## src/alu_cfg_pkg.sv

```systemverilog
// Opcode map and word width of the pipelined ALU
// Imported by every RTL block that decodes or carries an opcode

package alu_cfg_pkg;

	// ************************************************************************
	// Widths
	// ************************************************************************

	localparam int unsigned word_bits = 32;  // One data word
	localparam int unsigned op_bits   = 6;   // Opcode field

	typedef logic [op_bits-1:0] op_t;

	// ************************************************************************
	// Opcodes
	// ************************************************************************

	// Pass and load
	localparam op_t op_nop   = 6'd0;   // Passes in2
	localparam op_t op_lod   = 6'd1;   // Passes in1

	// Two-operand arithmetic
	localparam op_t op_add   = 6'd2;
	localparam op_t op_mlt   = 6'd4;   // Low word of product
	localparam op_t op_f_mlt = 6'd5;   // Float product, normalized

	// One-operand arithmetic
	localparam op_t op_neg   = 6'd11;  // Negates in2
	localparam op_t op_neg_m = 6'd12;  // Negates in1
	localparam op_t op_f_neg = 6'd13;
	localparam op_t op_abs   = 6'd15;
	localparam op_t op_f_abs = 6'd17;
	localparam op_t op_f_pst = 6'd21;  // Float clamp to zero

	// Bitwise
	localparam op_t op_and   = 6'd29;
	localparam op_t op_orr   = 6'd30;
	localparam op_t op_xor   = 6'd31;
	localparam op_t op_inv   = 6'd32;

	// Signed compares giving 1 or 0
	localparam op_t op_les   = 6'd38;
	localparam op_t op_gre   = 6'd40;
	localparam op_t op_equ   = 6'd42;

	// Shifts by the low bits of in2
	localparam op_t op_shl   = 6'd43;
	localparam op_t op_shr   = 6'd44;
	localparam op_t op_srs   = 6'd45;  // Arithmetic right

endpackage
```

## src/float_pkg.sv

```systemverilog
// Custom float format and the dual-view data word of the ALU
// A word is read as a signed integer or as sign/exponent/mantissa fields

package float_pkg;

	// ************************************************************************
	// Float layout
	// ************************************************************************

	// No hidden bit; value = signed mantissa * 2^exp
	localparam int unsigned man_bits = 23;
	localparam int unsigned exp_bits = 8;   // Two's complement exponent

	typedef struct packed {
		logic                       sign;  // 1 = negative
		logic signed [exp_bits-1:0] exp;
		logic        [man_bits-1:0] man;
	} float_fields_t;

	// ************************************************************************
	// Data word
	// ************************************************************************

	// Integer ops use .i, float ops use .f
	typedef union packed {
		logic signed [alu_cfg_pkg::word_bits-1:0] i;
		float_fields_t                           f;
	} alu_word_t;

	// Normalized zero
	// Sign 0, most negative exponent, empty mantissa
	localparam alu_word_t float_zero = {1'b0, 8'h80, 23'h0};

endpackage

```

## src/alu_top.sv

```systemverilog
// Top level of the two-stage pipelined ALU with valid/ready at both ends
// Every accepted operation comes out two advancing cycles later, in order

module alu_top (
	input  logic                 clk,
	input  logic                 rst_n,
	input  logic                 in_valid,
	input  alu_cfg_pkg::op_t     op,
	input  float_pkg::alu_word_t in1,
	input  float_pkg::alu_word_t in2,
	input  logic                 out_ready,
	output logic                 in_ready,
	output logic                 out_valid,
	output float_pkg::alu_word_t result
);

	import float_pkg::*;

	logic      advance;      // Common pipeline enable
	logic      s1_valid;
	logic      s1_is_float;
	logic      norm_req;
	alu_word_t int_result;
	alu_word_t float_raw;

	// Control keeps its own stage two valid for the stall
	alu_pipe_ctrl alu_pipe_ctrl_i (
		.clk, .rst_n, .in_valid, .op, .out_ready, .in_ready, .advance,
		.s1_valid, .out_valid (), .s1_op (), .s1_is_float
	);

	int_unit int_unit_i (
		.clk, .advance, .op, .in1, .in2, .int_result
	);

	float_unit float_unit_i (
		.clk, .advance, .op, .in1, .in2, .float_raw, .norm_req
	);

	result_stage result_stage_i (
		.clk, .rst_n, .advance, .s1_valid, .s1_is_float, .norm_req,
		.int_result, .float_raw, .out_valid, .result
	);

endmodule

```

## src/result_stage.sv

```systemverilog
// Stage two output register of the ALU
// Picks the integer, raw float or normalized float result and holds out_valid

module result_stage (
	input  logic                 clk,
	input  logic                 rst_n,
	input  logic                 advance,
	input  logic                 s1_valid,
	input  logic                 s1_is_float,
	input  logic                 norm_req,
	input  float_pkg::alu_word_t int_result,
	input  float_pkg::alu_word_t float_raw,
	output logic                 out_valid,
	output float_pkg::alu_word_t result
);

	import float_pkg::*;

	alu_word_t normalized;  // F_MLT path
	alu_word_t next;

	float_norm float_norm_i (
		.raw        (float_raw),
		.normalized (normalized)
	);

	// ************************************************************************
	// Result select
	// ************************************************************************

	always_comb begin
		if (norm_req)
			next = normalized;
		else if (s1_is_float)
			next = float_raw;  // Sign only ops
		else
			next = int_result;
	end

	// Held while the sink stalls since advance is low
	always_ff @(posedge clk) begin
		if (advance)
			result <= next;
	end

	always_ff @(posedge clk) begin
		if (!rst_n)
			out_valid <= 1'b0;
		else if (advance)
			out_valid <= s1_valid;
	end

endmodule

```

## src/float_norm.sv

```systemverilog
// Combinational normalizer for the custom float
// Shifts the mantissa up until its top bit is set and adjusts the exponent

module float_norm (
	input  float_pkg::alu_word_t raw,
	output float_pkg::alu_word_t normalized
);

	import float_pkg::*;

	localparam int unsigned lz_bits = $clog2(man_bits);

	logic [lz_bits-1:0] lz;        // Leading zero count
	logic               man_zero;

	assign man_zero = (raw.f.man == '0);

	// ************************************************************************
	// Leading zero count by priority from the top bit down
	// ************************************************************************

	always_comb begin
		logic found;
		found = 1'b0;
		lz    = '0;
		for (int i = man_bits - 1; i >= 0; i--) begin
			if (!found && raw.f.man[i]) begin
				lz    = lz_bits'(man_bits - 1 - i);
				found = 1'b1;
			end
		end
	end

	// ************************************************************************
	// Shift and exponent fix
	// ************************************************************************

	always_comb begin
		normalized.f.sign = raw.f.sign;  // Sign always kept
		if (man_zero) begin
			// Zero goes to the smallest exponent
			normalized.f.exp = float_zero.f.exp;
			normalized.f.man = '0;
		end else begin
			normalized.f.exp = raw.f.exp - exp_bits'(lz);  // Wraps
			normalized.f.man = raw.f.man << lz;
		end
	end

endmodule

```

## src/float_unit.sv

```systemverilog
// Stage one of the float datapath
// Registers sign, exponent and mantissa results and flags F_MLT for normalizing

module float_unit (
	input  logic                 clk,
	input  logic                 advance,
	input  alu_cfg_pkg::op_t     op,
	input  float_pkg::alu_word_t in1,
	input  float_pkg::alu_word_t in2,
	output float_pkg::alu_word_t float_raw,
	output logic                 norm_req
);

	import alu_cfg_pkg::*;
	import float_pkg::*;

	logic        [2*man_bits-1:0] mlt_prod;  // Full mantissa product
	logic signed [exp_bits-1:0]   mlt_exp;
	alu_word_t                    next;

	// Product keeps the top half, so the exponent grows by man_bits
	assign mlt_prod = in1.f.man * in2.f.man;
	assign mlt_exp  = in1.f.exp + in2.f.exp + exp_bits'(man_bits);  // Wraps

	always_comb begin
		next = '0;
		case (op)
			op_f_neg: begin
				next        = in2;
				next.f.sign = ~in2.f.sign;
			end
			op_f_abs: begin
				next        = in2;
				next.f.sign = 1'b0;
			end
			op_f_pst: next = in2.f.sign ? float_zero : in2;  // Clamp negatives
			op_f_mlt: begin
				next.f.sign = in1.f.sign ^ in2.f.sign;
				next.f.exp  = mlt_exp;
				next.f.man  = mlt_prod[2*man_bits-1:man_bits];
			end
			default: next = '0;
		endcase
	end

	// ************************************************************************
	// Stage one register
	// ************************************************************************

	always_ff @(posedge clk) begin
		if (advance) begin
			float_raw <= next;
			norm_req  <= (op == op_f_mlt);  // Only the product needs it
		end
	end

endmodule

```

## src/int_unit.sv

```systemverilog
// Stage one of the integer datapath
// Decodes the opcode and registers integer, logic, shift and compare results

module int_unit (
	input  logic                clk,
	input  logic                advance,
	input  alu_cfg_pkg::op_t    op,
	input  float_pkg::alu_word_t in1,
	input  float_pkg::alu_word_t in2,
	output float_pkg::alu_word_t int_result
);

	import alu_cfg_pkg::*;
	import float_pkg::*;

	alu_word_t       next;   // Combinational result
	logic      [4:0] shamt;  // Shift amount

	assign shamt = in2.i[4:0];

	// ************************************************************************
	// Operation decode
	// ************************************************************************

	always_comb begin
		next.i = '0;  // Unknown and float opcodes give zero
		case (op)
			// Pass
			op_nop: next = in2;
			op_lod: next = in1;

			// Arithmetic wrapping at the word width
			op_add:   next.i = in1.i + in2.i;
			op_mlt:   next.i = in1.i * in2.i;  // Low word only
			op_neg:   next.i = -in2.i;
			op_neg_m: next.i = -in1.i;
			op_abs: begin
				if (in2.i[word_bits-1])
					next.i = -in2.i;  // Most negative stays put
				else
					next.i = in2.i;
			end

			// Bitwise
			op_and: next.i = in1.i & in2.i;
			op_orr: next.i = in1.i | in2.i;
			op_xor: next.i = in1.i ^ in2.i;
			op_inv: next.i = ~in2.i;

			// Signed compares
			op_les: next.i = word_bits'(in1.i < in2.i);
			op_gre: next.i = word_bits'(in1.i > in2.i);
			op_equ: next.i = word_bits'(in1.i == in2.i);

			// Shifts
			op_shl: next.i = in1.i << shamt;
			op_shr: next.i = in1.i >> shamt;
			op_srs: next.i = in1.i >>> shamt;  // Sign fill

			default: next.i = '0;
		endcase
	end

	// ************************************************************************
	// Stage one register
	// ************************************************************************

	always_ff @(posedge clk) begin
		if (advance)
			int_result <= next;
	end

endmodule

```

## src/alu_pipe_ctrl.sv

```systemverilog
// Handshake and stall control of the two-stage ALU pipeline
// Produces the single advance enable used by every pipeline register

module alu_pipe_ctrl (
	input  logic               clk,
	input  logic               rst_n,
	input  logic               in_valid,
	input  alu_cfg_pkg::op_t   op,
	input  logic               out_ready,
	output logic               in_ready,
	output logic               advance,
	output logic               s1_valid,
	output logic               out_valid,
	output alu_cfg_pkg::op_t   s1_op,
	output logic               s1_is_float
);

	import alu_cfg_pkg::*;

	logic is_float;  // Decoded at the input

	// ************************************************************************
	// Stall decision
	// ************************************************************************

	// Move when the output slot is free or being drained
	assign advance  = !out_valid || out_ready;
	assign in_ready = advance;

	assign is_float = op inside {op_f_neg, op_f_abs, op_f_pst, op_f_mlt};

	// ************************************************************************
	// Valid bits
	// ************************************************************************

	always_ff @(posedge clk) begin
		if (!rst_n) begin
			s1_valid  <= 1'b0;
			out_valid <= 1'b0;
		end else if (advance) begin
			s1_valid  <= in_valid;  // in_ready is advance here
			out_valid <= s1_valid;  // Stage two copy for the stall
		end
	end

	// Stage one opcode and format flag
	always_ff @(posedge clk) begin
		if (advance) begin
			s1_op       <= op;
			s1_is_float <= is_float;
		end
	end

endmodule

```

## config.mk

```make
export PLATFORM = sky130hd
export DESIGN_NAME = alu_top
export DESIGN_NICKNAME = d
export VERILOG_FILES = /design/src/alu_cfg_pkg.sv /design/src/float_pkg.sv /design/src/alu_top.sv /design/src/result_stage.sv /design/src/float_norm.sv /design/src/float_unit.sv /design/src/int_unit.sv /design/src/alu_pipe_ctrl.sv
export SDC_FILE = /design/constraint.sdc
export NUM_CORES = 2
export LEC_CHECK = 0
export BUFFER_PORTS_ARGS = -buffer_cell sky130_fd_sc_hd__buf_2
export CAP_MARGIN = 20
export CORE_MARGIN = 5
export CORE_UTILIZATION = 35
export CTS_CLUSTER_DIAMETER = 100
export DETAILED_ROUTE_END_ITERATION = 8
export PLACE_DENSITY = 0.48
export SYNTH_ARGS = -nofsm -noshare
export SYNTH_HDL_FRONTEND = slang
export SYNTH_SLANG_ARGS = --single-unit
```

## constraint.sdc

```tcl
create_clock -name clk -period 13.55 [get_ports clk]
set_input_delay 0.6775 -clock clk [delete_from_list [all_inputs] [get_ports clk]]
set_output_delay 0.6775 -clock clk [all_outputs]
set_load 0.05 [all_outputs]
```

# == Word level (Yosys, flattened, before mapping) ==
# Cells that the tools add are included.
# totals
reg_bits,100
in_bits,74
word_cells,148
# classes
bitwise_logic,6
add_sub_neg,6
n_mux,51
order_cmp,2
n_reduce_logical,49
shifts,4
n_mul,2
eq_ne,21
# op_table
operator,count
$pmux 32 s17,1
$pmux 32 s4,1
$mux 5,21
$mux 32,3
$neg 32->32,2
$mux 31,2
$mul 23x23->46,1
$eq 6x6->1 const B,7
$add 32x32->32,1
$and 32x32->32,1
$eq 32x32->1,1
$gt 32x32->1,1
$lt 32x32->1,1
$mul 32x32->32,1
$not 32->32,1
$or 32x32->32,1
$shl 32x5->32,1
$shr 32x5->32,1
$sshr 32x5->32,1
$xor 32x32->32,1
$eq 6x5->1 const B,5
$eq 6x4->1 const B,4
$logic_not 1->1,23
$logic_not 23->1,1
14 further kinds,58

# == Logic depth before layout (Yosys ltp) ==
# logic_depth
word_depth,70
mapped_depth,31
depth_no_buf,27

# == By module ==
# Synthesis repeated with hierarchy kept, for this count alone.
# hier_totals
hier_cells,5784
area_unflattened_um2,48605.4
# by_module_without_submodules
module,instances,cells_each,area_each_um2
int_unit,1,3240,25986.2
float_unit,1,2118,18801.8
float_norm,1,265,1788.0
result_stage,1,142,1711.6
alu_pipe_ctrl,1,19,317.8

# == Worst setup path before layout ==
# OpenSTA, ideal clock, no wires.
# synth_path
path_type,input-to-reg
from,input in2[2] (netlist bit)
to,register int_unit_i.int_result[29] (netlist bit) (data pin)
t_required_ps,13281
setup_slack_ps,4973
setup_time_ps,269
arrival_time_ps,8308
path_stages,27
path_cell_list,clkbuf_1 > buf_1 > clkbuf_1 > buf_1 > buf_1 > nand2_1 > fa_1 > fa_1 > fa_1 > fa_1 > inv_1 > fa_1 > inv_1 > fa_1 > inv_1 > fa_1 > fa_1 > ha_1 > nand4_1 > nor2_1 > a211o_1 > o21ai_0 > a21boi_0 > o211ai_1 > mux2_2 > a211oi_1 > o211ai_1
# synth_rtl
element,line,source
start: declaration,alu_top.sv:10,"input float_pkg::alu_word_t in2,"
end signal: assignment,int_unit.sv:70,int_result <= next;
end: declaration,int_unit.sv:10,output float_pkg::alu_word_t int_result

==> metrics.cfg <==
[global_route]
grt_antenna_before_repair = 10
overflow = 0
grt_pass1_vias = 36611
grt_usage_pct = 30.5
grt_pass1_wl_um = 269000
grt_max_degree = 54

[timing]
tightestPinTransition_ns = 1.23
finalCritPeriodShare_pct = 71.8
setup_violations = 0
skew_ns = 0.0219
min_period_ns = 9.73
hold_viol = 0
fmax_mhz = 103
finalSetupTns_ns = 0
report.final.slew_viol_count = 0
rsz0062_at_grt = false
timing.slew.headroom_pct = 17.9
holdWs_ns = 0.472

[cts]
clockBufferDepth = 2
cts_tree = yes
clock_sinks = 100
root_buffer = clkbuf_16
clkTransAtPathRegs_ns = 0.10
h-tree-depth = 3
cts_buffers = 9
post_cts_resized = 0
clkLatencyLatePin_ns = 0.40
postCtsHoldBufs = 0
cts_setup_buffers = 0

[finish]
drive_gt1_share_pct = 7.30
final_util_pct = 37.4
seq_area_um2 = 2980
nFillCells = 11853
mostFrequentLayoutCells = inv_1, fa_1, nor2_1
final_nets = 5836
layout_commonest_cell = inv_1
fin_area_um2 = 42800
multi_input_area_um2 = 32900
syn_to_final_growth_pct = 6.21

[yosys]
muxShareOfSynthArea_pct = 5.88
ys_ff_latch = 100
synth-simple-area-share_pct = 13.5
synthTopCellsByArea = fa_1, ha_1, inv_1, edfxtp_1, nor2_1
ys_async_sr_fraction_pct = 0
ys.warnings.count = 0
synth_top_area_share_pct = 33.3
synth-edff-count = 98
yosysTopAreaCell = fa_1
synth-compound-area-share_pct = 12.0
synthesis.nets = 5890
synthXorXnorAreaFrac_pct = 3.54
synth_area_um2 = 40300
synthFlopType = edfxtp_1
synth_top_family_by_area = adder cells
synth_adder_area_share_pct = 46.5
yosysSeqAreaShare_pct = 7.40
avgSynthCellArea_um2 = 8.54
synthCells = 4721
ys_types = 92

[worst_hold_path]
hold_class = reg2reg

[die]
die_x_um = 349
core_um2 = 114000
rows = 124
boundaryPins = 108
dieArea_um2 = 122000
initial_core_util_pct = 35.2
die_h_um = 349

[place]
port_buffers = 107
hpwlAfterDp_um = 148000
dpl_cell_area_um2 = 42500
gp_congestion = 0.986

[route]
vias = 35800
drtAntennaViolNets = 0
dr.pass1.iters = 6
avgViaCountPerCell = 5.78
drcViolationCount = 0
routedWlPerCell_um = 30.5
wirelength_um = 189000
drtIter0Drc = 4149

[setup_path]
r2r_slack_ns = 8.26
path_class = in2reg
start_kind = input port
cp_max_fo = 17
end_kind = flop
cp.required_ns = 13.70
critPathArrivalTime_ns = 9.88

[run]
drv_cap = 0

[run_status]
outcome = finished clean

## final timing paths
| path | endpoint | startpoint | cells past startpoint |
|---|---|---|---|
| max | int_unit_i.int_result[29]$_DFFE_PP_ | in1[4] | 26 |
| min | result_stage_i.out_valid$_SDFFE_PN0P_ | alu_pipe_ctrl_i.s1_valid$_SDFFE_PN0P_ | 2 |
| max reg2reg | result_stage_i.result[30]$_DFFE_PP_ | float_unit_i.float_raw[13]$_DFFE_PP_ | 15 |
| min reg2reg | result_stage_i.out_valid$_SDFFE_PN0P_ | alu_pipe_ctrl_i.s1_valid$_SDFFE_PN0P_ | 2 |
## critical path, cell delays in order
cell and delay [ns]:
buf_2 0.35, clkinv_1 1.02, nor2_1 0.45, fa_1 0.47, inv_1 0.08, fa_1 0.46, fa_1 0.56, inv_1 0.04
ha_1 0.19, fa_1 0.48, inv_1 0.05, fa_1 0.53, inv_1 0.05, fa_1 0.49, fa_1 0.42, ha_1 0.41
nand4_1 0.15, nor3_1 0.50, o21ai_0 0.18, a21oi_1 0.34, o21ai_0 0.40, a21boi_0 0.57, o211ai_1 0.20, mux2_2 0.35
a211oi_1 0.29, o211ai_1 0.13
## area by class of cell
cell class	count	area share [%]
inverters	919	8.07
clock buffers	9	0.526
flip-flops and latches	100	6.97
repair buffers	204	3.06
multi-input cells	3433	76.8
well taps	1512	4.42
diodes	6	0.0351
clock inverters	7	0.167
## per-layer routing
layer | part of all wire [%] | vias up | global-route usage, % | routed length [um]
met5 | 0.0058 | - | 0 | 11
met2 | 43 | 2139 | 46.4 | 81200
met3 | 9.6 | 543 | 6.61 | 18100
met4 | 6.8 | 2 | 15.9 | 12800
li1 | - | 15122 | - | -
met1 | 41 | 17994 | 40.8 | 76500
## sequential cells by signal (all words and copies together), names as in the netlist
signal,cells
float_unit_i.float_raw,32
result_stage_i.out_valid,1
float_unit_i.norm_req,1
alu_pipe_ctrl_i.s1_valid,1
int_unit_i.int_result,32
alu_pipe_ctrl_i.s1_is_float,1
result_stage_i.result,32
## metrics by stage
step | setup WS (ns) | instances
after CTS | 4.07 | 6183
after detailed placement | 3.66 | 6167
after global routing | 3.64 | 6184
after global placement | 3.67 | 6166
after floorplan | 4.97 | 4721
final | 3.82 | 6190
## cell families (layout without fill, tap and decap cells)
kind of cell	after synthesis	count (layout)
other cells	0	6
buf+inv	1188	1139
xor+xnor	163	163
fa+ha+maj	1095	1095
mux	170	170
flops	100	100
simple gates	1270	1270
compound gates	735	735
## cells in the mapped netlist (35+ instances only)
library cell,instances
edfxtp_1,98
nand3_1,42
a21o_1,35
o21ai_0,177
a21oi_1,178
buf_1,59
nor3_1,58
inv_1,894
nor2_1,507
xnor2_1,130
ha_1,424
mux2i_1,103
nand2_1,488
fa_1,671
mux4_2,52
clkbuf_1,189
Power is left out: the tool's default activity adds up to more than one toggle a clock period on the data nets, which glitch-free logic cannot reach.
